`config.mk`:
```
export PLATFORM = sky130hd
export DESIGN_NAME = kalman_gain_regs
export DESIGN_NICKNAME = d
export VERILOG_FILES = /design/src/design/kalman_pkg.sv /design/src/design/kalman_gain_regs.sv
export VERILOG_INCLUDE_DIRS = /design/src /design/src/design
export SDC_FILE = /design/constraint.sdc
export NUM_CORES = 1
export LEC_CHECK = 0
export ABC_AREA = 1
export BUFFER_PORTS_ARGS = -buffer_cell sky130_fd_sc_hd__buf_2
export CAP_MARGIN = 10
export CORE_MARGIN = 2
export CORE_UTILIZATION = 45
export DETAILED_ROUTE_END_ITERATION = 16
export GPL_TIMING_DRIVEN = 0
export PLACE_DENSITY = 0.74
export SLEW_MARGIN = 0
export SYNTH_ARGS = -nofsm -noshare
export SYNTH_HDL_FRONTEND = slang
export SYNTH_SLANG_ARGS = --single-unit
export TNS_END_PERCENT = 100
```
`constraint.sdc`:
```
create_clock -name clk -period 1.2 [get_ports clk]
set_input_delay 0.24 -clock clk [delete_from_list [all_inputs] [get_ports clk]]
set_output_delay 0.24 -clock clk [all_outputs]
set_load 0.02 [all_outputs]
```
`src/design/kalman_settings.svh`:
```
/*
  Build-time constants of the 2D constant-gain Kalman tracker.
  Fixed point is signed two's complement, KF_ARCH_F fraction bits.
  Default gains and the time step are the values loaded at reset.
*/
`ifndef KALMAN_SETTINGS_SVH
`define KALMAN_SETTINGS_SVH

// Datapath format
`define KF_ARCH_W       36
`define KF_ARCH_F       15
`define KF_DISP_W       11

// State space size, states are x, y, vx, vy
`define KF_NUM_STATES   4
`define KF_NUM_MEASUR   2

`define KF_CFG_ADDR_W   4

// Defaults: 0.5, 0.125, 2^-5 and 1.0 in fixed point
`define KF_GAIN_POS_DEF (36'sd1 <<< (`KF_ARCH_F - 1))
`define KF_GAIN_VEL_DEF (36'sd1 <<< (`KF_ARCH_F - 3))
`define KF_TSTEP_DEF    (36'sd1 <<< (`KF_ARCH_F - 5))
`define KF_X_INIT       (36'sd1 <<< `KF_ARCH_F)

`endif

```
`src/design/kalman_pkg.sv`:
```
/*
  Shared types of the Kalman tracker and the fixed-point multiply.
  fx_mul truncates toward minus infinity and wraps, it never saturates.
*/
`default_nettype none

`include "kalman_settings.svh"

package kalman_pkg;

	// Signed fixed-point word
	typedef logic signed [`KF_ARCH_W-1:0] fx_t;

	// Integer display coordinate
	typedef logic [`KF_DISP_W-1:0] disp_t;

	typedef logic [`KF_CFG_ADDR_W-1:0] cfg_addr_t;

	// Sequencer states
	typedef enum logic [1:0] {
		IDLE,
		PREDICT,
		INNOVATE,
		UPDATE
	} kf_state_e;

	// Full product, drop the fraction bits, wrap to the word width
	function automatic fx_t fx_mul(input fx_t a, input fx_t b);
		logic signed [2*`KF_ARCH_W-1:0] prod;
		prod = a * b;
		return fx_t'(prod >>> `KF_ARCH_F);
	endfunction

endpackage

`default_nettype wire

```
`src/design/kalman_gain_regs.sv`:
```
/*
  Programmable gain matrix K (4x2) and time step.
  Address r*2+c is K[r][c], address 8 the time step, 9 to 15 unused.
  Writes are taken only while the filter is idle.
*/
`timescale 1ns/10ps
`default_nettype none

`include "kalman_settings.svh"

module kalman_gain_regs (
	input  logic                  clk,
	input  logic                  aresetn,
	input  logic                  i_busy,
	input  logic                  i_cfg_we,
	input  kalman_pkg::cfg_addr_t i_cfg_addr,
	input  kalman_pkg::fx_t       i_cfg_data,
	output kalman_pkg::fx_t       o_gain [`KF_NUM_STATES][`KF_NUM_MEASUR],
	output kalman_pkg::fx_t       o_tstep
);
	import kalman_pkg::*;

	localparam int        NUM_GAINS  = `KF_NUM_STATES * `KF_NUM_MEASUR;
	localparam cfg_addr_t TSTEP_ADDR = cfg_addr_t'(NUM_GAINS);

	logic wr_en;

	// Busy drops the write entirely, nothing is queued
	assign wr_en = i_cfg_we & ~i_busy;

	////////////////////
	// Gain words

	for (genvar r = 0; r < `KF_NUM_STATES; r++) begin : g_row
		for (genvar c = 0; c < `KF_NUM_MEASUR; c++) begin : g_col
			localparam cfg_addr_t ADDR = cfg_addr_t'(r * `KF_NUM_MEASUR + c);
			// Position rows see their own axis, velocity rows the matching axis
			localparam fx_t DEF =
				(r == c)                  ? fx_t'(`KF_GAIN_POS_DEF) :
				(r == c + `KF_NUM_MEASUR) ? fx_t'(`KF_GAIN_VEL_DEF) :
				                            fx_t'(0);

			always_ff @(posedge clk or negedge aresetn) begin
				if (!aresetn) begin
					o_gain[r][c] <= DEF;
				end else if (wr_en && i_cfg_addr == ADDR) begin
					o_gain[r][c] <= i_cfg_data;
				end
			end

			a_gain_hold: assert property (@(posedge clk) disable iff (!aresetn)
				i_busy |=> $stable(o_gain[r][c]));
		end
	end

	////////////////////
	// Time step

	always_ff @(posedge clk or negedge aresetn) begin
		if (!aresetn) begin
			o_tstep <= fx_t'(`KF_TSTEP_DEF);
		end else if (wr_en && i_cfg_addr == TSTEP_ADDR) begin
			o_tstep <= i_cfg_data;
		end
	end

	a_tstep_hold: assert property (@(posedge clk) disable iff (!aresetn)
		i_busy |=> $stable(o_tstep));

endmodule

`default_nettype wire

```
# == Word level (Yosys, flattened, before mapping) ==
# Index checks and enable logic that the tools add are counted.
# word_totals
reg_bits,324
input_bits,44
out_inout_bits,324
word_cells,29
# op_classes
n_eq_ne,8
bitwise,2
reduce_logical,10
# op_table
cell,count
4-bit by 3-bit equality test with 1-bit output (second input constant),4
1-bit logical AND,9
4-bit by 2-bit equality test with 1-bit output (second input constant),2
4-bit by 1-bit equality test with 1-bit output (second input constant),1
4-bit equality test (second input constant),1
4-bit zero test,1
1-bit bitwise AND,1
1-bit inverter,1

# == Depth between registers and ports, before layout ==
# Gate-level depths: netlist of the first run.
# depth
word_depth,3
ltp_mapped,7

# == Worst setup path before layout of the first run ==
# OpenSTA, ideal clock, no wires.
# synth_path
path_kind,input to register
from,input i_cfg_we
to,register o_gain[277] in the netlist's numbering
arrival_ns,1.079
required_ns,1.082
setup_slack_ns,0.003
cell_stages,6
path_buffers,1
cell_sequence,inv_1 -> nor2_4 -> nand3_2 -> clkbuf_1 -> nand2_1 -> nand2_1
# synth_between
elab_chain_len,2
# synth_rtl
element,line,text
from (decl),kalman_gain_regs.sv:15,"input logic i_cfg_we,"
1-bit bitwise AND,kalman_gain_regs.sv:29,assign wr_en = i_cfg_we & ~i_busy;
1-bit logical AND,kalman_gain_regs.sv:46,end else if (wr_en && i_cfg_addr == ADDR) begin
"to (signal, indexed assignment)",kalman_gain_regs.sv:47,o_gain[r][c] <= i_cfg_data;
to (decl),kalman_gain_regs.sv:18,"output kalman_pkg::fx_t o_gain [`KF_NUM_STATES][`KF_NUM_MEASUR],"
# Every way passes these cells.
# A chain may end at the register's enable or synchronous reset.

# == Final worst setup path of the first run ==
# layout_path
from,register o_gain[12] in the netlist's numbering
to,output o_gain[12] in the netlist's numbering
# No word-level cell between the ends.

==> results of run 1 <==
## synth_stat cells
master    instances  area share [%]
buf_1             1           0.029
buf_2            63             2.4
buf_4             4            0.23
clkbuf_1         62             1.8
dfrtp_1         319              61
dfstp_2           5             1.0
inv_1             5            0.14
inv_2             2           0.058
nand2_1         653              19
nand3_1         324              12
nand3_2           7            0.54
nand3_4           2            0.27
nor2_1            3           0.087
nor2_2            4            0.19
nor2_4            4            0.35
## layout make-up
type                            count  area share (%)
Buffer                            130            3.05
Multi-Input combinational cell    997            21.6
Clock buffer                       49            5.16
Antenna cell                        4          0.0501
Sequential cell                   324            40.6
Inverter                            7           0.131
Tap cell                          384            2.40
Clock inverter                      9           0.726
Timing Repair Buffer              524            26.2
## routing by layer
layer	routed length (um)	share of wire, %	vias up	GRT usage, %
met2	24400	48	717	51.4
li1	-	-	5756	-
met5	13	0.026	-	0
met4	2530	5.0	2	13.5
met1	18800	37	6442	39.4
met3	4810	9.5	177	8.57
## power by group through the flow
| stage | clock network, mW | registers, mW | logic [mW] |
|---|---|---|---|
| floorplan | 0 | 16.7 | 1.91 |
| global placement | 0 | 14.2 | 7.66 |
| detailed placement | 0 | 14.2 | 7.83 |
| CTS | 11.3 | 14.5 | 11.1 |
| global route | 11.7 | 14.8 | 12.8 |
| finish | 11.2 | 14.6 | 12.1 |
## flip-flops by register name (all words and copies together), names as in the netlist
name and count:
o_gain 288, o_tstep 36
## logic make-up after synthesis
kind of cell,after synthesis,synth area share [%]
DFF,324,62.5
buffers and inverters,137,4.68
and+or+nand+nor,997,32.8
## per-stage QoR
stage / setup WS (ps) / hold slack, ps / instances / utilization (%) / total power [mW]
after floorplan: 2.60 / -55.6 / 1458 / - / 18.6
after global placement: -6180 / 449 / 2173 / 53.0 / 21.8
after detailed placement: -738 / 277 / 2175 / 53.2 / 22.0
after CTS: -222 / -256 / 2331 / 67.4 / 36.9
after global routing: -234 / -228 / 2426 / 70.0 / 39.3
final: -220 / -265 / 2428 / 70.0 / 38.0
## path summary, 6_finish.rpt
| path | endpoint | startpoint | slack [ps] | depth (start not counted) |
|---|---|---|---|---|
| worst min register to register | o_gain[120] | o_gain[120] | 470 | 2 |
| worst max-delay path | o_gain[12] | o_gain[12] | -220 | 1 |
| max in group asynchronous | o_gain[89] | aresetn | 380 | 2 |
| worst max register to register | o_gain[27] | o_gain[27] | 260 | 4 |
| worst min-delay path | o_gain[76] | aresetn | -270 | 1 |
| min in group clk | o_tstep[35] | i_cfg_addr[2] | 150 | 4 |
## repair_timing
item | in CTS | in global routing
gates resized for setup | 663 | 24
setup endpoints to repair | 578 | 524
pin swaps | 2 | 5
endpoints found under the hold margin | 78 | 78
setup buffers | 98 | 93
==> flow_metrics.tcl, run 1 <==
set metrics [dict create \
    insertion_delay_ps 500 \
    cp_slowest_stage_delay_ps 550 \
    grt_pass1_wl_um 73300 \
    ys_ff_latch 324 \
    worst_pin_slew_ps 716 \
    antenna_found_initial 5 \
    hold_viol_final 78 \
    p_seq_share_pct 38.6 \
    cts_tree "done" \
    place.port_buffers 331 \
    cts.sinks 324 \
    final_cell_mix "nand2_1, buf_6, nand3_1" \
    antenna_left 0 \
    cp_data_arrival_time_ps 1180 \
    fill_cells 1982 \
    slew-limit-headroom_pct 52.3 \
    hold-worst-slack_ps -265 \
    p_sw_mw 12.2 \
    dp_hpwl_um 30300 \
    multi_input_area_um2 4330 \
    fp-row-count 62 \
    status "complete, but fails checks" \
    syn-cell-area_um2 13000 \
    place_area_um2 15200 \
    fmax_mhz 704 \
    cpLargestDelayFamily "flip-flops" \
    vias 13100 \
    routedWlPerCell_um 20.8 \
    cts_made_buffers 35 \
    skew_ps 0 \
    ioPinCount 368 \
    endpoint_kind "output port" \
    synth_cell_type_count 15 \
    pwr-share-comb_pct 32.0 \
    p_leak_nw 11.0 \
    syn_inst 1458 \
    globalplace.congestion 0.839 \
    maxCapViolCount 0 \
    crit_fanout 2 \
    htreeDepth 2 \
    drc 0 \
    fin_crit_ps 1420 \
    first_pass_iters 5 \
    violations "negative hold slack, negative setup slack" \
    hold_class "primary input to async pin" \
    layout_worst_path_cycle_share_pct 118 \
    syn2layout_area_growth_pct 54.0 \
    drive_gt1_share_pct 33.5 \
    rsz0062_at_grt "true" \
    register_area_um2 8110 \
    fp.dieW_um 174 \
    power_frac_clock_pct 29.5 \
    critPathRequiredTime_ps 960 \
    stdcell_area_um2 20000 \
    start_util_pct 45.5 \
    p_int_mw 25.8 \
    tns_ps -27880 \
    ir_drop_uv 1280 \
    grt_pass1_vias 12700 \
    grt_max_degree 126 \
    core-area_um2 28500 \
    postSynthAreaPerCell_um2 8.90 \
    avgViaCountPerCell 5.39 \
    wirelength_um 50500 \
    clkSlewWorstSetupHoldPaths_ps 60 \
    ys.warnings.count 0 \
    crit_path_start_kind "register" \
    setup_violations 324 \
    layout_commonest_cell "nand2_1" \
    grt-ovfl-total 0 \
    drt_iter0_drc 1273 \
    ys_seq_area_share_pct 62.5 \
    layout.nets 2063 \
    cts.path.max_buffers 3 \
    powerDensity_nw_per_um2 1900 \
    p_sw_share_pct 32.2 \
    slew_viol_final 0 \
    die_y_um 174 \
    root_buffer "clkbuf_16" \
    crit_path_cell_trace "buf_6" \
    finalWorstSetupSlack_ps -220 \
    grt_use_total_pct 31.4 \
    synth_nets 1502 \
    crit_type "register to output port" \
    slowest_stage "dfstp_2" \
    die_area_um2 30200 \
    path_buf_inv 1 \
]
(Power assumes the default switching activity.)
==> inputs of run 2 (changes only) <==
Settings changed: GPL_TIMING_DRIVEN 0 to unset, PLACE_DENSITY 0.74 to 0.78.
Clock period 1.2 ns to 1.4 ns, I/O delays scaled along.
==> run 2 against run 1 <==
The flow finishes with violations (negative setup slack). Count of clock-buffer cells in the layout up 3. Largest cell class unchanged. Final cell count decreased by 8.8%. Critical path depth did not move.
==> flow_metrics.tcl, run 2 (synthesis gave the netlist of run 1 again) <==
set metrics [dict create \
    status "complete, but fails checks" \
    violations "negative setup slack" \
    grt_use_total_pct 27.6 \
    place.port_buffers 367 \
    path_buf_inv 1 \
    cp.depth 1 \
    final_cell_mix "nand2_1, buf_2, nand3_1" \
    p_leak_nw 9.74 \
    rsz0062_at_grt "true" \
    top_regs "o_gain x288, o_tstep x36" \
    drt_iter0_drc 1119 \
    endpoint_kind "output port" \
    start_util_pct 45.5 \
    crit_fanout 2 \
    crit_type "register to output port" \
    rrSetupSlack_ps 570 \
    clkSlewWorstSetupHoldPaths_ps 60 \
    fin_util_pct 59.0 \
    r2r_end "o_gain[12]" \
    routedWlPerCell_um 19.1 \
    hold_viol_final 0 \
    endpoint "o_gain[12]" \
    die_area_um2 30200 \
    cts_tree "done" \
    layout_worst_path_cycle_share_pct 104 \
    register_area_um2 8110 \
    cp_slowest_stage_delay_ps 550 \
    fmax_mhz 688 \
    fp.dieW_um 174 \
    multi_input_area_um2 4280 \
    min-delay-start "i_cfg_data[12]" \
    avgViaCountPerCell 5.39 \
    antenna_left 0 \
    layout.nets 1851 \
    slew_viol_final 0 \
    cp_data_arrival_time_ps 1170 \
    finalWorstSetupSlack_ps -54.3 \
    grt-ovfl-total 0 \
    reg2reg_depth 3 \
    largest_reg_flops 288 \
    cts.sinks 324 \
    syn2layout_area_growth_pct 29.8 \
    fp-row-count 62 \
    grt_pass1_wl_um 65600 \
    worst_pin_slew_ps 458 \
    powerDensity_nw_per_um2 1690 \
    slew-limit-headroom_pct 69.4 \
    dp_hpwl_um 28600 \
    crit_path_start_kind "register" \
    total_power_mw 28.4 \
    top_register "o_gain" \
    drc 0 \
    ir_drop_uv 1070 \
    grt_max_degree 54 \
    skew_ps 0 \
    wirelength_um 42300 \
    fin_crit_ps 1450 \
    fill_cells 2451 \
    first_pass_iters 7 \
    drive_gt1_share_pct 28.2 \
    root_buffer "clkbuf_16" \
    startpoint "o_gain[12]" \
    core-area_um2 28500 \
    globalplace.congestion 0.846 \
    layout_commonest_cell "nand2_1" \
    ioPinCount 368 \
    die_y_um 174 \
    cpLargestDelayFamily "flip-flops" \
    maxCapViolCount 0 \
    critPathRequiredTime_ps 1120 \
    insertion_delay_ps 510 \
    cts_made_buffers 35 \
    slowest_stage "dfstp_2" \
    crit_path_cell_trace "buf_6" \
    setup_violations 5 \
    grt_pass1_vias 11600 \
    antenna_found_initial 4 \
    vias 11900 \
    r2r-start "o_gain[12]" \
    cts.path.max_buffers 3 \
    hold_class "primary input to register" \
    htreeDepth 2 \
]
-- run 2: worst register-to-register path, stage by stage (launching register included) --
cell and delay [ps]:
dfstp_2 550, buf_4 100, nand2_1 50, nand2_1 70
-- run 2: worst min-delay path by stage --
| stage | endpoint | slack, ps | cells after the start |
|---|---|---|---|
| after floorplan | o_gain[0] | -20 | 0 |
| after global placement | o_tstep[2] | 240 | 1 |
| after detailed placement | o_tstep[2] | 240 | 1 |
| after CTS | o_gain[12] | 90 | 3 |
| after global routing | o_gain[120] | 120 | 3 |
| final | o_gain[12] | 110 | 3 |
-- run 2: final cells by class --
type	count	area share, %
diodes	2	0.0297
clock buffers	52	6.24
clock inverters	7	0.676
inverters	7	0.156
multi-input cells	997	25.4
flip-flops and latches	324	48.1
well taps	384	2.85
repair buffers	442	16.5
-- run 2: per-layer routing --
layer | GRT usage, % | part of all wire [%] | vias to the layer above
li1 | - | - | 5340
met5 | 0 | 0.031 | -
met2 | 44.3 | 48 | 649
met4 | 11.7 | 4.1 | 2
met3 | 6.93 | 9.4 | 125
met1 | 35.9 | 39 | 5816
-- run 2: per-stage QoR --
step / setup WS (ps) / hold WS (ps) / cell area (um^2) / instances / setup TNS [ps]
final: -54.3 / 111 / 16900 / 2215 / -196
after global routing: -81.4 / 116 / 16800 / 2214 / -340
after CTS: -61.4 / 87.9 / 16800 / 2212 / -262
after detailed placement: -34.1 / 240 / 15600 / 2151 / -448
after global placement: 4.27 / 236 / 15600 / 2151 / 0
after floorplan: 163 / -15.6 / 13000 / 1458 / 0
-- run 2: power by group --
group          internal, mW  switching [mW]  total [mW]
sequential             11.1            1.03        12.2
clock                  5.74            3.65        9.39
combinational          2.12            4.74        6.86
total                  19.0            9.41        28.4
-- run 2: what timing repair did --
item | 4_1_cts | 5_1_grt
setup buffers | 1 | 1
pin swaps | 0 | 0
setup endpoints to repair | 6 | 7
resized for setup | 10 | 4
endpoints found under the hold margin | 32 | 0
hold buffers | 1 | 0
==> inputs of run 3 (changes only) <==
Settings changed: CTS_BUF_LIST set to sky130_fd_sc_hd__clkbuf_16, SLEW_MARGIN 0 to 20.
==> run 3 against run 2 <==
The flow still finishes with violations (negative setup slack). Routed wire length is 0.17% lower. Sequential share of layout area is 0.22 points higher. Global-route usage is 0.091 points lower. Clock power is 4.9% lower.
==> flow_metrics.tcl, run 3 (synthesis gave the netlist of run 1 again) <==
set metrics [dict create \
    status "complete, but fails checks" \
    violations "negative setup slack" \
    cp_data_arrival_time_ps 1170 \
    layout_worst_path_cycle_share_pct 104 \
    p_seq_share_pct 43.5 \
    htreeDepth 2 \
    p_int_mw 18.5 \
    avgViaCountPerCell 5.40 \
    cts_made_buffers 35 \
    layout_commonest_cell "nand2_1" \
    hold_class "primary input to register" \
    globalplace.congestion 0.846 \
    hold-worst-slack_ps 114 \
    slew-limit-headroom_pct 68.7 \
    die_y_um 174 \
    first_pass_iters 6 \
    power_frac_clock_pct 32.0 \
    hold_end "o_gain[12]" \
    cts_tree "done" \
    fp-row-count 62 \
    cts.path.max_buffers 3 \
    fp.dieW_um 174 \
    hold_viol_final 0 \
    wirelength_um 42300 \
    p_sw_mw 9.39 \
    crit_type "register to output port" \
    critPathRequiredTime_ps 1120 \
    grt_pass1_vias 11500 \
    clkSlewWorstSetupHoldPaths_ps 60 \
    post-place-ws_ps -34.1 \
    drt_iter0_drc 1093 \
    crit_path_cell_trace "buf_6" \
    drive_gt1_share_pct 27.8 \
    drc 0 \
    layout.nets 1851 \
    powerDensity_nw_per_um2 1660 \
    p_leak_nw 9.73 \
    worst_pin_slew_ps 469 \
    final_cell_mix "nand2_1, buf_2, nand3_1" \
    top_register "o_gain" \
    reg2reg_depth 3 \
    place.port_buffers 367 \
    core-area_um2 28500 \
    r2r-start "o_gain[12]" \
    vias 12000 \
    slew_viol_final 0 \
    endpoint_kind "output port" \
    antenna_left 0 \
    total_power_mw 27.9 \
    insertion_delay_ps 500 \
    p_sw_share_pct 33.6 \
    fmax_mhz 690 \
    cpLargestDelayFamily "flip-flops" \
    dp_hpwl_um 28600 \
    path_buf_inv 1 \
    slowest_stage "dfstp_2" \
    grt_max_degree 54 \
    crit_fanout 2 \
    rrSetupSlack_ps 570 \
    fin_crit_ps 1450 \
    antenna_found_initial 4 \
    crit_path_start_kind "register" \
    skew_ps 0 \
    ir_drop_uv 1050 \
    ioPinCount 368 \
    largest_reg_flops 288 \
    pwr-share-comb_pct 24.5 \
    grt_pass1_wl_um 65200 \
    fill_cells 2468 \
    rsz0062_at_grt "true" \
    root_buffer "clkbuf_16" \
    cp_slowest_stage_delay_ps 550 \
    start_util_pct 45.5 \
    routedWlPerCell_um 19.1 \
    hold_depth 3 \
    r2r_end "o_gain[12]" \
    syn2layout_area_growth_pct 29.2 \
    grt_use_total_pct 27.5 \
    setup_violations 5 \
    min-delay-start "i_cfg_data[12]" \
    top_regs "o_gain x288, o_tstep x36" \
    multi_input_area_um2 4280 \
    grt-ovfl-total 0 \
    register_area_um2 8110 \
    finalWorstSetupSlack_ps -49.4 \
    maxCapViolCount 0 \
    cts.sinks 324 \
    die_area_um2 30200 \
]
==> run 3: changes by cell type in the layout (fill, tap and decap cells not counted) <==
cell      delta
clkinv_1     +7
buf_6        -1
clkbuf_1     -8
inv_1        +8
buf_2        +1
clkbuf_8     -7
==> run 3: metrics by stage <==
stage                     setup TNS [ps]  std cells  utilization (%)  cell area [um^2]
after global routing                -340       2214             58.8             16800
final                               -191       2215             58.8             16800
after floorplan                        0       1458                -             13000
after detailed placement            -448       2151             54.7             15600
after CTS                           -262       2212             58.7             16800
after global placement                 0       2151             54.7             15600
==> run 3: layout make-up <==
| type | instances | area share (%) |
|---|---|---|
| clock inverter | 22 | 1.01 |
| clock buffer | 37 | 5.52 |
| antenna | 2 | 0.0298 |
| timing repair buffer | 442 | 16.5 |
| inverter | 7 | 0.157 |
| sequential | 324 | 48.4 |
| multi-input combinational | 997 | 25.5 |
| tap | 384 | 2.86 |
==> run 3: how the worst max path moves through the flow <==
| stage | slack (ps) | startpoint | to | depth (start not counted) |
|---|---|---|---|---|
| 2_1_floorplan | 160 | i_cfg_we | o_gain[277] | 6 |
| 3_3_place_gp | 4 | i_busy | o_tstep[12] | 8 |
| 3_5_place_dp | -30 | i_busy | o_tstep[7] | 8 |
| 4_1_cts | -60 | o_tstep[10] | o_tstep[10] | 1 |
| 5_1_grt | -80 | o_gain[12] | o_gain[12] | 1 |
| 6_report | -50 | o_gain[12] | o_gain[12] | 1 |
==> run 3: per-layer routing <==
metal / GRT usage, % / wire length, um / vias to the layer above
met5: 0 / 13 / -
li1: - / - / 5352
met2: 44.6 / 20100 / 696
met4: 11.2 / 1690 / 2
met1: 35.7 / 16300 / 5777
met3: 6.82 / 4150 / 124
==> run 3: power by group through the flow <==
stage	combinational (mW)	clock (mW)	sequential, mW
finish	6.85	8.93	12.2
global placement	6.62	0	12.2
global route	7.34	9.43	12.3
floorplan	1.64	0	14.3
detailed placement	6.80	0	12.2
CTS	6.85	9.02	12.1
==> run 3: worst reg2reg max path: stages (launching register included) <==
cell and delay [ps]:
dfstp_2 550, buf_4 100, nand2_1 50, nand2_1 70
==> run 3: what timing repair did <==
action,CTS,global route
hold endpoints to repair,32,0
endpoints found under the setup margin,6,6
gates cloned,0,0
hold buffers,1,0
setup buffers,1,1
gates resized for setup,10,2
