### config.mk
export PLATFORM = sky130hd
export DESIGN_NAME = kalman_ctrl
export DESIGN_NICKNAME = d
export VERILOG_FILES = /design/src/design/kalman_pkg.sv /design/src/design/kalman_ctrl.sv
export VERILOG_INCLUDE_DIRS = /design/src /design/src/design
export SDC_FILE = /design/constraint.sdc
export NUM_CORES = 1
export LEC_CHECK = 0
export BUFFER_PORTS_ARGS = -buffer_cell sky130_fd_sc_hd__buf_2
export CELL_PAD_IN_SITES_DETAIL_PLACEMENT = 1
export CELL_PAD_IN_SITES_GLOBAL_PLACEMENT = 2
export CORE_AREA = 2 2 39 41
export DETAILED_ROUTE_END_ITERATION = 10
export DIE_AREA = 0 0 41 43
export PLACE_DENSITY_LB_ADDON = 0.1
export SLEW_MARGIN = 20
export SYNTH_ARGS = -nofsm -noshare
export SYNTH_HDL_FRONTEND = slang
export SYNTH_SLANG_ARGS = --single-unit
### constraint.sdc
create_clock -name clk -period 2.4 [get_ports clk]
set_input_delay 0.12 -clock clk [delete_from_list [all_inputs] [get_ports clk]]
set_output_delay 0.12 -clock clk [all_outputs]
set_load 0.02 [all_outputs]
### src/design/kalman_settings.svh
/*
  Build-time constants of the 2D constant-gain Kalman tracker.
  Fixed point is signed two's complement, KF_ARCH_F fraction bits.
  Default gains and the time step are the values loaded at reset.
*/
`ifndef KALMAN_SETTINGS_SVH
`define KALMAN_SETTINGS_SVH

// Datapath format
`define KF_ARCH_W       36
`define KF_ARCH_F       15
`define KF_DISP_W       11

// State space size, states are x, y, vx, vy
`define KF_NUM_STATES   4
`define KF_NUM_MEASUR   2

`define KF_CFG_ADDR_W   4

// Defaults: 0.5, 0.125, 2^-5 and 1.0 in fixed point
`define KF_GAIN_POS_DEF (36'sd1 <<< (`KF_ARCH_F - 1))
`define KF_GAIN_VEL_DEF (36'sd1 <<< (`KF_ARCH_F - 3))
`define KF_TSTEP_DEF    (36'sd1 <<< (`KF_ARCH_F - 5))
`define KF_X_INIT       (36'sd1 <<< `KF_ARCH_F)

`endif

### src/design/kalman_pkg.sv
/*
  Shared types of the Kalman tracker and the fixed-point multiply.
  fx_mul truncates toward minus infinity and wraps, it never saturates.
*/
`default_nettype none

`include "kalman_settings.svh"

package kalman_pkg;

	// Signed fixed-point word
	typedef logic signed [`KF_ARCH_W-1:0] fx_t;

	// Integer display coordinate
	typedef logic [`KF_DISP_W-1:0] disp_t;

	typedef logic [`KF_CFG_ADDR_W-1:0] cfg_addr_t;

	// Sequencer states
	typedef enum logic [1:0] {
		IDLE,
		PREDICT,
		INNOVATE,
		UPDATE
	} kf_state_e;

	// Full product, drop the fraction bits, wrap to the word width
	function automatic fx_t fx_mul(input fx_t a, input fx_t b);
		logic signed [2*`KF_ARCH_W-1:0] prod;
		prod = a * b;
		return fx_t'(prod >>> `KF_ARCH_F);
	endfunction

endpackage

`default_nettype wire

### src/design/kalman_ctrl.sv
/*
  Sequencer of one filter iteration: IDLE, PREDICT, INNOVATE, UPDATE.
  A sample is taken when i_valid is high while idle. Busy lasts three cycles.
*/
`timescale 1ns/10ps
`default_nettype none

module kalman_ctrl (
	input  logic clk,
	input  logic aresetn,
	input  logic i_valid,
	output logic o_ready,
	output logic o_busy,
	output logic o_accept,
	output logic o_predict,
	output logic o_innovate,
	output logic o_update
);
	import kalman_pkg::*;

	kf_state_e state_q;
	kf_state_e state_d;

	always_ff @(posedge clk or negedge aresetn) begin
		if (!aresetn) begin
			state_q <= IDLE;
		end else begin
			state_q <= state_d;
		end
	end

	// Fixed walk through the phases once a sample is in
	always_comb begin
		case (state_q)
			IDLE:     state_d = i_valid ? PREDICT : IDLE;
			PREDICT:  state_d = INNOVATE;
			INNOVATE: state_d = UPDATE;
			UPDATE:   state_d = IDLE;
			default:  state_d = IDLE;
		endcase
	end

	assign o_ready    = (state_q == IDLE);
	assign o_busy     = ~o_ready;
	assign o_accept   = o_ready & i_valid;
	assign o_predict  = (state_q == PREDICT);
	assign o_innovate = (state_q == INNOVATE);
	assign o_update   = (state_q == UPDATE);

	////////////////////
	// Checks

	a_one_strobe: assert property (@(posedge clk) disable iff (!aresetn)
		(state_q != IDLE) |-> $onehot({o_predict, o_innovate, o_update}));

endmodule

`default_nettype wire

# == After elaboration in Yosys (flattened, before gate mapping) ==
# Index checks and enable logic that the tools add are counted.
# W data, S select, Z words.
# op_classes
n_eq_ne,3
mux,2
n_bitwise,2
reduce_logical,1
# ops
cell,count
$pmux W2 S4,1
$eq A2 B2 Y1 const B,2
$eq A2 B1 Y1 const B,1
$logic_not A2 Y1,1
$and A1 B1 Y1,1
$mux W1,1
$not A1 Y1,1
# totals
reg_bits,2
input_bits,3
out_inout_bits,6

# == Longest topological paths before layout ==
# Gate-level depths: netlist (run 1).
# logic_depth
depth_word,2
ltp_mapped,3
mapped_depth_nobuf,3

# == Least setup slack after synthesis (run 1) ==
# Ideal clock, no wire load.
# synth_path
kind,register to register
start,register state_q[0]
end,register state_q[0]
arrival_time_ps,1083
path_slack_ps,1192
stages_incl_launch_ff,4
n_path_buf,0
path_cell_list,dfrtp_1 inv_1 ha_1 mux2_4
# synth_between
elab_chain_len,2
elab_cells_between_ends,5
cone_classes,eq/ne (3); mux (1); reduce/logical (1)
# synth_lines
item,line_no,source
start: declaration,kalman_ctrl.sv:21,kf_state_e state_q;
start signal: assignment,kalman_ctrl.sv:28,state_q <= state_d;
$logic_not A2 Y1,n/a,
net o_ready,kalman_ctrl.sv:12,"output logic o_ready,"
$pmux W2 S4,kalman_ctrl.sv:34,case (state_q)
net state_d[0],kalman_ctrl.sv:22,kf_state_e state_d;
# The timed path passes the listed nets, and every way through them passes these cells.

# == Worst setup path after layout (run 1) ==
# layout_path
start,register state_q[0]
end,output o_accept
# layout_between
elab_chain_len,2
# layout_lines
item,line_no,source
$logic_not A2 Y1,kalman_ctrl.sv:43,assign o_ready = (state_q == IDLE);
$and A1 B1 Y1,kalman_ctrl.sv:45,assign o_accept = o_ready & i_valid;
end: declaration,kalman_ctrl.sv:14,"output logic o_accept,"
# No other way between the ends.

==> out/results.md, run 1 <==
| Group | Result | This run |
|:---|:---|:---|
| die | Die boundary height | 43 µm |
| synth | Mux contribution to synthesized area | 10.34% |
| clock tree | Clock H-tree levels | 1 |
| detailed routing | WL/cell | 8.850 µm |
| pwr | Switching power summed over all nets | 0.1597 mW |
| critical path | Worst Path Class, Setup | reg -> out |
| critical path | Data required time of the worst path | 2.28 ns |
| detailed routing | DRT Wirelength | 354 µm |
| timing | Final worst path period share | 55.02% |
| clock tree | Worst-case clock buffer depth | 2 |
| timing | Hold violation total from the final report | 0 |
| synth | Number of distinct standard cells referenced by the synthesized netlist | 5 |
| global routing | Pin count of the biggest net entering global routing | 4 |
| layout | Ratio of cells with drive above 1 in the final layout | 50.00% |
| synth | Most common library cells after synthesis | 5 x ha_1, 3 x inv_1, 2 x dfrtp_1, 1 x and2_1, 1 x mux2_4 |
| clock tree | TritonCTS Sinks | 2 |
| die | Die extent in x | 41 µm |
| detailed routing | Iteration-0 DRC count of the detailed router | 0 |
| pwr | Clock share of power | 21.2% |
| pwr | Leakage power total | 0.1392 nW |
| synth | Main combinational cell family by area after synthesis | adder cells |
| synth | Top cells by area, synth | ha_1 43%, dfrtp_1 34%, mux2_4 10% |
| synth | Share of synthesized flip-flops with an asynchronous set or reset | 100.0% |
| detailed routing | Number of routed nets with antenna violations | 0 |
| pwr | Power per Cell Area | 1458 nW/µm² |
| outcome | Result of the run | completed |
| synth | Biggest area consumer among synthesized cells | ha_1 |
| critical path | Critical Path Max Stage Delay | 0.37 ns |
| timing | Headroom to the max-slew limit | 92.18% |
| layout | Final core utilization | 17.18% |
| layout | Largest registers | state_q x2 |
| global routing | Wire length of the first global-routing pass | 579 µm |
| clock tree | Clk_lat worst skew | 0.22 ns |
| detailed routing | Pre-antenna DRT Iters | 1 |
| timing | Worst-margin pin slew | 0.1172 ns |
| global routing | Vias in the first global route | 162 |
| clock tree | Post-cts repair resize count | 0 |
| placed design | Port Buf Inserts | 8 |
| critical path | Critical path arrival | 1.20 ns |
| timing | Slew Limit Fails | 0 |
| detailed routing | Count of unresolved DRC violations after routing | 0 |
| layout | Layout net count | 34 |
| layout | Flip-flop count of the largest register after layout | 2 |
| timing | Setup repair after global routing missed its margin | false |
| critical path | Worst-path fanout max | 3 |
| timing | Worst hold slack | 0.1458 ns |
| placed design | Setup Slack @ Placement | 1.253 ns |
| hold path | Kind of path behind the tightest hold check | in -> reg |
| synth | Post-synthesis share of cell area spent on full adders, half adders and majority gates | 43.10% |
| pwr | Share of power burned in combinational logic | 59.6% |
| run | Maxcap violations | 0 |
| die | Initial standard-cell utilization of the core | 10.49% |
| timing | Final setup viols | 0 |
| synth | Synthesized net count | 20 |
| pwr | Design Power | 0.3466 mW |
| detailed routing | Routed via count divided by cell count | 2.975 |
| placed design | Final GP Congestion | 0.6352 |
| clock tree | Clock-pin slew on the worst setup and hold paths | 0.03 ns |
| pwr | Switching share of total power | 46.08% |
| synth | Top cell type's share of synthesized area | 43.10% |
| die | Die area | 1763 µm² |
| timing | Skew final | 0.001416 ns |
| pwr | Peak ir drop on the vdd network | 376.7 µV |
| layout | Top reg by flops | state_q |
| layout | Area growth syn-to-layout | 63.79% |
| pwr | Sequential share of power | 19.2% |
| global routing | Global router's overall resource usage | 5.422% |
| timing | Setup TNS | 0 ns |
| timing | Top achievable clock speed | 0.7574 GHz |
| synth | Area of the mapped netlist | 145.1 µm² |
| synth | Synthesis Warnings | 0 |
| synth | Fraction of the mapped netlist area in simple logic gates | 4.310% |
| critical path | Critical path startpoint category | flip-flop |
| synth | Number of register bits inferred by synthesis | 2 |
| die | Placeable Area | 1384 µm² |
| synth | Compound-cell area share of the yosys netlist | 0% |
| critical path | Cell breakdown of the critical path | inv_1 -> ha_1 -> and2_1 -> buf_2 |
| detailed routing | Via total after detailed routing | 119 |
| clock tree | TritonCTS Buffers | 3 |
| die | I/O Pins | 9 |
| synth | Number of instances in the synthesized netlist | 12 |
| timing | Fin crit period | 1.320 ns |
| synth | Most common flop cell mapped by yosys | dfrtp_1 |
| synth | Cell with the most instances after synthesis | ha_1 |
| clock tree | Buffer cell driving the clock tree root | clkbuf_4 |
| die | Num rows | 14 |
| pwr | Cell internal pwr | 0.1869 mW |
| timing | Post-layout worst setup margin | 1.080 ns |
| synth | Xor and xnor area share after synthesis | 0% |
| synth | Post-Synthesis Mean Instance Area | 12.09 µm² |
| clock tree | CTS tree | yes |
| layout | Diodes inserted | 0 |
| critical path | Standard cell with the maximum stage delay on the critical path | dfrtp_1 |
| global routing | GRT overflow | 0 |
| layout | Number of inserted filler cells in the final layout | 169 |
| synth | Sequential-to-total area share from yosys stat | 34.48% |
| synth | Post-synth EDFFs | 0 |
| critical path | Capturing element type of the critical path | output port |
| global routing | Initial antenna violation count | 0 |
timing repair:
item / CTS / global route
setup buffers: 0 / 0
endpoints found under the hold margin: 2 / 0
hold buffers: 1 / 0
layout by cell type, fill, tap and decap left out, drive strengths merged:
| master | count |
|---|---|
| and2 | 1 |
| buf | 8 |
| clkbuf | 3 |
| dfrtp | 2 |
| dlygate4sd3 | 1 |
| ha | 5 |
| inv | 3 |
| mux2 | 1 |
final cells by class:
class / count / area, µm² / share of cell area, %
flip-flops and latches: 2 / 50.05 / 21.05
inverters: 3 / 11.26 / 4.737
clock buffers: 3 / 22.52 / 9.474
well taps: 16 / 20.02 / 8.421
multi-input cells: 7 / 83.83 / 35.26
repair buffers: 9 / 50.05 / 21.05
metrics by stage:
stage / instances / cell area (µm²)
global route: 40 / 237.7
floorplan: 12 / 145.1
finish: 40 / 237.7
CTS: 40 / 237.7
global placement: 36 / 205.2
detailed placement: 36 / 205.2
logic make-up after synthesis:
logic type / count (synthesis)
buffers and inverters: 3
adders and majority gates: 5
and+or+nand+nor: 1
muxes: 1
DFF: 2
worst paths after layout:
| kind | cells after the start | start | slack (ns) | end |
|---|---|---|---|---|
| max | 4 | state_q[0] | 1.08 | o_accept |
| min | 2 | i_valid | 0.15 | state_q[0] |
| max reg2reg | 3 | state_q[0] | 1.26 | state_q[0] |
| min reg2reg | 2 | state_q[1] | 0.68 | state_q[1] |
| max in group asynchronous | 2 | aresetn | 2.09 | state_q[1] |
| min in group asynchronous | 2 | aresetn | 0.21 | state_q[0] |
power groups by stage:
stage / registers, mW / clock network (mW) / logic (mW)
final: 0.0667 / 0.0734 / 0.207
after global routing: 0.0703 / 0.0784 / 0.231
after CTS: 0.0671 / 0.0794 / 0.214
after detailed placement: 0.0675 / 0 / 0.210
after global placement: 0.0667 / 0 / 0.218
after floorplan: 0.0635 / 0 / 0.154
critical path, delay by kind of cell, from the launching register on:
family / cells / cell delay, ns
fa+ha+maj: 1 / 0.21
buf+inv: 2 / 0.25
flops: 1 / 0.37
simple gates: 1 / 0.15
routing by layer:
metal,global-route usage (%),routed length [µm],vias to the layer above
met5,0,0,-
met4,8.000,0,0
met3,1.571,21,0
met2,6.563,180,6
met1,5.788,152,54
li1,-,-,59
No activity file was read; power rests on OpenSTA's default activity.
==> inputs of run 2 (changes only) <==
- clock period: 2.4 -> 1.2 ns (I/O delays scaled with it)
==> run 2 against run 1 <==
  * Critical path depth shrank 1
  * Wire length shrank 0.28%
  * Power grew 140%
  * Via count grew 6.7%
  * Clock power grew 98%
  * Clock-buffer cell count is the same
  * Utilization grew 3.3 points
==> out/results.md, run 2 (synthesis results as in run 1) <==
| Group | Result | This run | Delta |
|:---|:---|:---|:---|
| placed design | Port Buf Inserts | 8 | unchanged |
| critical path | Worst Path Class, Setup | reg -> out | unchanged |
| global routing | Vias in the first global route | 152 | was 162 |
| pwr | Leakage power total | 0.1535 nW | was 0.1392 nW |
| critical path | Standard cell with the maximum stage delay on the critical path | dfrtp_1 | unchanged |
| layout | Area growth syn-to-layout | 95.69% | was 63.79% |
| global routing | GR Util met3 | 1.571% | unchanged |
| run | Maxcap violations | 0 | unchanged |
| global routing | Met1 Resource Use GR | 6.688% | was 5.788% |
| global routing | Wire length of the first global-routing pass | 600 µm | was 579 µm |
| detailed routing | Via total after detailed routing | 127 | was 119 |
| critical path | Reg2reg path depth | 3 | unchanged |
| placed design | Final GP Congestion | 0.5344 | was 0.6352 |
| hold path | Kind of path behind the tightest hold check | in -> reg | unchanged |
| global routing | Pin count of the biggest net entering global routing | 4 | unchanged |
| detailed routing | Number of routed nets with antenna violations | 0 | unchanged |
| layout | Commonest cells after routing, fill and taps aside | 7 x buf_2, 3 x ha_1, 3 x clkbuf_4, 3 x buf_4 | was 8 x buf_2, 5 x ha_1, 3 x inv_1, 3 x clkbuf_4, 2 x dfrtp_1 |
| critical path | Critical path startpoint category | flip-flop | unchanged |
| timing | Top achievable clock speed | 0.8657 GHz |  |
| layout | Flip-flop count of the largest register after layout | 2 | unchanged |
| critical path | Critical R2R Launch | state_q[1] | was state_q[0] |
| critical path | End of the worst register-to-register path | state_q[0] | unchanged |
| critical path | Critical path arrival | 1.10 ns | was 1.20 ns |
| detailed routing | Count of unresolved DRC violations after routing | 0 | unchanged |
| critical path | Launch point of the critical path | state_q[1] | was state_q[0] |
| timing | Setup repair after global routing missed its margin | false | unchanged |
| placed design | Placed Area | 207.7 µm² | was 205.2 µm² |
| timing | Headroom to the max-slew limit | 92.57% | was 92.18% |
| timing | Fin crit period | 1.155 ns |  |
| pwr | Power per Cell Area | 2912 nW/µm² | was 1458 nW/µm² |
| timing | Worst-margin pin slew | 0.1122 ns | was 0.1172 ns |
| critical path | Worst-path fanout max | 2 | was 3 |
| layout | Largest registers | state_q x2 | unchanged |
| die | Placeable Area | 1384 µm² | unchanged |
| clock tree | TritonCTS Sinks | 2 | unchanged |
| timing | Slew Limit Fails | 0 | unchanged |
| critical path | Data required time of the worst path | 1.14 ns | was 2.28 ns |
| critical path | Worst reg-to-reg setup slack | 0.10 ns | was 1.26 ns |
| clock tree | CTS tree | yes | unchanged |
| pwr | Design Power | 0.8272 mW | was 0.3466 mW |
| layout | Most common cell after layout, fill and taps aside | buf_2 | unchanged |
| die | I/O Pins | 9 | unchanged |
| global routing | GRT met2 Usage | 6.250% | was 6.563% |
| clock tree | Clock H-tree levels | 1 | unchanged |
| die | Die boundary height | 43 µm | unchanged |
| layout | Top reg by flops | state_q | unchanged |
| clock tree | Worst-case clock buffer depth | 2 | unchanged |
| pwr | Peak ir drop on the vdd network | 720.6 µV | was 376.7 µV |
| critical path | Capturing element type of the critical path | output port | unchanged |
| critical path | Critical path endpoint | o_innovate | was o_accept |
| timing | Setup TNS | 0 ns | unchanged |
| critical path | Cell breakdown of the critical path | buf_4 -> ha_1 -> buf_2 | was inv_1 -> ha_1 -> and2_1 -> buf_2 |
| die | Die extent in x | 41 µm | unchanged |
| detailed routing | DRT Wirelength | 353 µm | was 354 µm |
| layout | Area of all placed cells without fillers | 284.0 µm² | was 237.7 µm² |
| detailed routing | Pre-antenna DRT Iters | 1 | unchanged |
| timing | Hold violation total from the final report | 0 | unchanged |
| global routing | Initial antenna violation count | 0 | unchanged |
| global routing | Global routing's busiest layer | met1 | was met4 |
| layout | Ratio of cells with drive above 1 in the final layout | 74.07% | was 50.00% |
| global routing | Global router's overall resource usage | 5.305% | was 5.422% |
| timing | Final setup viols | 0 | unchanged |
| critical path | Critical Path Max Stage Delay | 0.38 ns | was 0.37 ns |
| timing | Skew final | 0.001651 ns | was 0.001416 ns |
| die | Num rows | 14 | unchanged |
| layout | Number of inserted filler cells in the final layout | 165 | was 169 |
| timing | Final worst path period share | 96.26% |  |
| detailed routing | Routed via count divided by cell count | 2.953 | was 2.975 |
| die | Die area | 1763 µm² | unchanged |
| layout | Diodes inserted | 0 | unchanged |
| global routing | GRT overflow | 0 | unchanged |
| detailed routing | Iteration-0 DRC count of the detailed router | 0 | unchanged |
| outcome | Result of the run | completed | unchanged |
| clock tree | TritonCTS Buffers | 3 | unchanged |
| placed design | Dpl cells | 36 | unchanged |
| layout | Layout net count | 37 | was 34 |
| clock tree | Clock-pin slew on the worst setup and hold paths | 0.03 ns | about the same |
| layout | Non-filler cells in the finished layout | 43 | was 40 |
| detailed routing | WL/cell | 8.209 µm | was 8.850 µm |
| clock tree | Buffer cell driving the clock tree root | clkbuf_4 | unchanged |
| clock tree | Clk_lat worst skew | 0.22 ns | about the same |
| die | Initial standard-cell utilization of the core | 10.49% | unchanged |
| hold path | Critical hold path startpoint | i_valid | unchanged |
run 2: layout make-up:
cell class	instances	area, µm²	area share (%)
Tap cell	16	20.02	7.048
Timing Repair Buffer	12	78.83	27.75
Clock buffer	3	22.52	7.930
Inverter	3	11.26	3.965
Sequential cell	2	50.05	17.62
Multi-Input combinational cell	7	101.3	35.68
run 2: through the flow:
stage | hold WS (ns) | setup WS, ns | utilization, %
global placement | -0.1537 | 0.03398 | 15.01
global route | 0.1048 | 0.004432 | 20.52
detailed placement | -0.1497 | 0.06000 | 15.01
floorplan | -0.2356 | 0.04728 | -
CTS | 0.07929 | 0.006921 | 18.81
finish | 0.09053 | 0.04484 | 20.52
run 2: timing repair:
action,in CTS,in global routing
cloned,0,0
endpoints found under the hold margin,2,0
pin swaps,0,0
setup buffers,2,1
endpoints found under the setup margin,1,1
resized for setup,4,3
hold buffers,1,0
run 2: worst min-delay path by stage:
stage	endpoint	slack, ns	depth (start not counted)
6_report	state_q[0]	0.09	2
5_1_grt	state_q[0]	0.10	2
4_1_cts	state_q[0]	0.08	2
3_5_place_dp	state_q[0]	-0.15	1
3_3_place_gp	state_q[1]	-0.15	1
2_1_floorplan	state_q[0]	-0.24	0
run 2: worst max-delay path: cells and delay by family, from the launching register on:
kind | cells | cell delay (ns)
flops | 1 | 0.38
buf+inv | 2 | 0.31
fa+ha+maj | 1 | 0.18
run 2: per-layer routing:
layer | part of all wire, % | up-vias | wire length (µm)
met5 | 0 | - | 0
met4 | 0 | 0 | 0
met3 | 6.5 | 0 | 23
met2 | 44 | 6 | 156
met1 | 49 | 55 | 174
li1 | - | 66 | -
run 2: where the power goes:
group / total (mW) / switching (mW) / internal (mW)
logic: 0.554 / 0.295 / 0.259
registers: 0.129 / 0.0240 / 0.105
clock network: 0.145 / 0.0348 / 0.110
total: 0.827 / 0.354 / 0.473
==> inputs of run 3 (changes only) <==
- GPL_TIMING_DRIVEN: not set -> 0
==> run 3 against run 2 <==
  * Setup slack lost 0.0019 ns
  * Die area unchanged
  * Via count increased by 1.6%
  * Final area is 0.88% lower
  * Critical path depth up 1
  * Utilization shrank 0.18 points
  * Register-to-register slack is essentially flat
  * Final cell count decreased by 2.3%
  * Hold slack got worse by 0.00094 ns
  * Global-route usage decreased by 0.59 points
  * Sequential power is essentially flat
  * Critical path type unchanged
  * Clock-buffer cell count is the same
==> out/results.md, run 3 (synthesis results as in run 1) <==
| Group | Result | This run | Delta |
|:---|:---|:---|:---|
| hold path | Critical hold path startpoint | i_valid | unchanged |
| placed design | Dpl cells | 36 | unchanged |
| layout | Largest registers | state_q x2 | unchanged |
| timing | Final setup viols | 0 | unchanged |
| critical path | Data required time of the worst path | 1.14 ns | about the same |
| placed design | Final GP Congestion | 0.5433 | was 0.5344 |
| clock tree | Buffer cell driving the clock tree root | clkbuf_4 | unchanged |
| layout | Most common cell after layout, fill and taps aside | buf_2 | unchanged |
| clock tree | TritonCTS Sinks | 2 | unchanged |
| pwr | Share of power burned in combinational logic | 66.5% | was 67.0% |
| layout | Flip-flop count of the largest register after layout | 2 | unchanged |
| global routing | Vias in the first global route | 137 | was 152 |
| timing | Slew Limit Fails | 0 | unchanged |
| clock tree | CTS tree | yes | unchanged |
| run | Maxcap violations | 0 | unchanged |
| outcome | Result of the run | completed | unchanged |
| critical path | Reg2reg path depth | 3 | unchanged |
| timing | Post-layout worst setup margin | 0.04297 ns | was 0.04484 ns |
| critical path | Critical path arrival | 1.10 ns | about the same |
| critical path | Worst-path fanout max | 3 | was 2 |
| critical path | Worst reg-to-reg setup slack | 0.10 ns | about the same |
| pwr | Clock share of power | 17.8% | was 17.5% |
| die | Die boundary height | 43 µm | unchanged |
| timing | Worst-margin pin slew | 0.1008 ns | was 0.1122 ns |
| critical path | Worst Path Class, Setup | reg -> out | unchanged |
| detailed routing | Via total after detailed routing | 129 | was 127 |
| die | Num rows | 14 | unchanged |
| layout | Non-filler cells in the finished layout | 42 | was 43 |
| clock tree | TritonCTS Buffers | 3 | unchanged |
| hold path | Worst Hold Endpoint | state_q[0] | unchanged |
| global routing | Global router's overall resource usage | 4.714% | was 5.305% |
| pwr | Switching power summed over all nets | 0.3613 mW | was 0.3538 mW |
| timing | Worst hold slack | 0.08959 ns | was 0.09053 ns |
| global routing | Initial antenna violation count | 0 | unchanged |
| detailed routing | Number of routed nets with antenna violations | 0 | unchanged |
| pwr | Peak ir drop on the vdd network | 821.4 µV | was 720.6 µV |
| timing | Skew final | 0.002943 ns | was 0.001651 ns |
| timing | Fin crit period | 1.157 ns | was 1.155 ns |
| layout | Layout net count | 36 | was 37 |
| timing | Headroom to the max-slew limit | 93.27% | was 92.57% |
| detailed routing | DRT Wirelength | 372 µm | was 353 µm |
| clock tree | Clock H-tree levels | 1 | unchanged |
| detailed routing | Count of unresolved DRC violations after routing | 0 | unchanged |
| clock tree | Clock-pin slew on the worst setup and hold paths | 0.03 ns | about the same |
| layout | Ratio of cells with drive above 1 in the final layout | 76.92% | was 74.07% |
| critical path | End of the worst register-to-register path | state_q[0] | unchanged |
| global routing | Wire length of the first global-routing pass | 531 µm | was 600 µm |
| layout | Top reg by flops | state_q | unchanged |
| layout | Area of all placed cells without fillers | 281.5 µm² | was 284.0 µm² |
| placed design | HPWL reported at the end of detailed placement | 272.4 µm |  |
| critical path | Critical path startpoint category | flip-flop | unchanged |
| global routing | GRT overflow | 0 | unchanged |
| global routing | Pin count of the biggest net entering global routing | 4 | unchanged |
| hold path | Kind of path behind the tightest hold check | in -> reg | unchanged |
| timing | Final worst path period share | 96.42% | was 96.26% |
| die | I/O Pins | 9 | unchanged |
| layout | Final core utilization | 20.34% | was 20.52% |
| die | Placeable Area | 1384 µm² | unchanged |
| pwr | Power per Cell Area | 2946 nW/µm² | was 2912 nW/µm² |
| die | Die extent in x | 41 µm | unchanged |
| layout | Area growth syn-to-layout | 93.97% | was 95.69% |
| layout | Commonest cells after routing, fill and taps aside | 6 x buf_2, 3 x clkbuf_4, 3 x buf_4 | was 7 x buf_2, 3 x ha_1, 3 x clkbuf_4, 3 x buf_4 |
| timing | Top achievable clock speed | 0.8643 GHz | was 0.8657 GHz |
| critical path | Critical R2R Launch | state_q[0] | was state_q[1] |
| hold path | Number of instances on the worst hold path | 2 | unchanged |
| timing | Hold violation total from the final report | 0 | unchanged |
| die | Initial standard-cell utilization of the core | 10.49% | unchanged |
| placed design | Setup Slack @ Placement | 0.06577 ns | was 0.06000 ns |
| pwr | Cell internal pwr | 0.4682 mW | was 0.4734 mW |
| pwr | Switching share of total power | 43.55% | was 42.77% |
| layout | Diodes inserted | 0 | unchanged |
| detailed routing | Iteration-0 DRC count of the detailed router | 0 | unchanged |
| clock tree | Worst-case clock buffer depth | 2 | unchanged |
| pwr | Sequential share of power | 15.7% | was 15.5% |
| clock tree | Clk_lat worst skew | 0.22 ns | about the same |
| detailed routing | Pre-antenna DRT Iters | 1 | unchanged |
| pwr | Leakage power total | 0.1477 nW | was 0.1535 nW |
| placed design | Port Buf Inserts | 8 | unchanged |
| die | Die area | 1763 µm² | unchanged |
| placed design | Placed Area | 207.7 µm² | unchanged |
| detailed routing | WL/cell | 8.857 µm | was 8.209 µm |
| detailed routing | Routed via count divided by cell count | 3.071 | was 2.953 |
| critical path | Capturing element type of the critical path | output port | unchanged |
run 3: changes by cell type in the layout (fill, tap and decap cells not counted):
cell	before	now
buf_2	7	6
ha_1	3	2
ha_2	1	2
run 3: how the worst max path moves through the flow:
stage / start / end / slack (ns) / depth (start not counted)
3_3_place_gp: state_q[1] / state_q[0] / 0.04 / 3
2_1_floorplan: state_q[0] / state_q[0] / 0.05 / 3
4_1_cts: state_q[0] / o_accept / 0.02 / 4
5_1_grt: state_q[0] / o_accept / -0.0008 / 4
6_report: state_q[0] / o_accept / 0.04 / 4
3_5_place_dp: state_q[1] / state_q[0] / 0.07 / 3
run 3: timing repair:
| item | in CTS | in global routing |
|---|---|---|
| hold buffers | 1 | 0 |
| setup buffers | 2 | 0 |
| gates cloned | 0 | 0 |
| setup endpoints to repair | 2 | 2 |
| gates resized for setup | 6 | 3 |
| hold endpoints to repair | 2 | 0 |
run 3: power groups by stage:
| stage | Clock (mW) | Sequential [mW] | Combinational, mW |
|---|---|---|---|
| global placement | 0 | 0.143 | 0.415 |
| global route | 0.163 | 0.135 | 0.620 |
| CTS | 0.159 | 0.133 | 0.533 |
| finish | 0.148 | 0.130 | 0.551 |
| floorplan | 0 | 0.127 | 0.314 |
| detailed placement | 0 | 0.139 | 0.414 |
run 3: through the flow:
step / TNS (ns) / total power [mW]
finish: 0 / 0.8294
global route: -0.0007919 / 0.9179
CTS: 0 / 0.8243
detailed placement: 0 / 0.5525
global placement: 0 / 0.5578
floorplan: 0 / 0.4408
run 3: metal layers:
metal  GRT usage, %  vias up  share of wire, %
li1               -       64                 -
met1          7.051       59                54
met2          5.000        6                40
met3          1.571        0               6.2
met4          4.000        0                 0
met5              0        -                 0
run 3: layout make-up:
cell class	instances	area (µm²)
fillers	164	1102
repair buffers	11	73.82
clock buffers	3	22.52
well taps	16	20.02
inverters	3	11.26
flip-flops and latches	2	50.05
multi-input cells	7	103.9
run 3: critical path, cell delays in order (launching register included):
cell and delay [ns]:
dfrtp_1 0.38, inv_2 0.11, ha_4 0.14, and2_4 0.13
buf_6 0.11
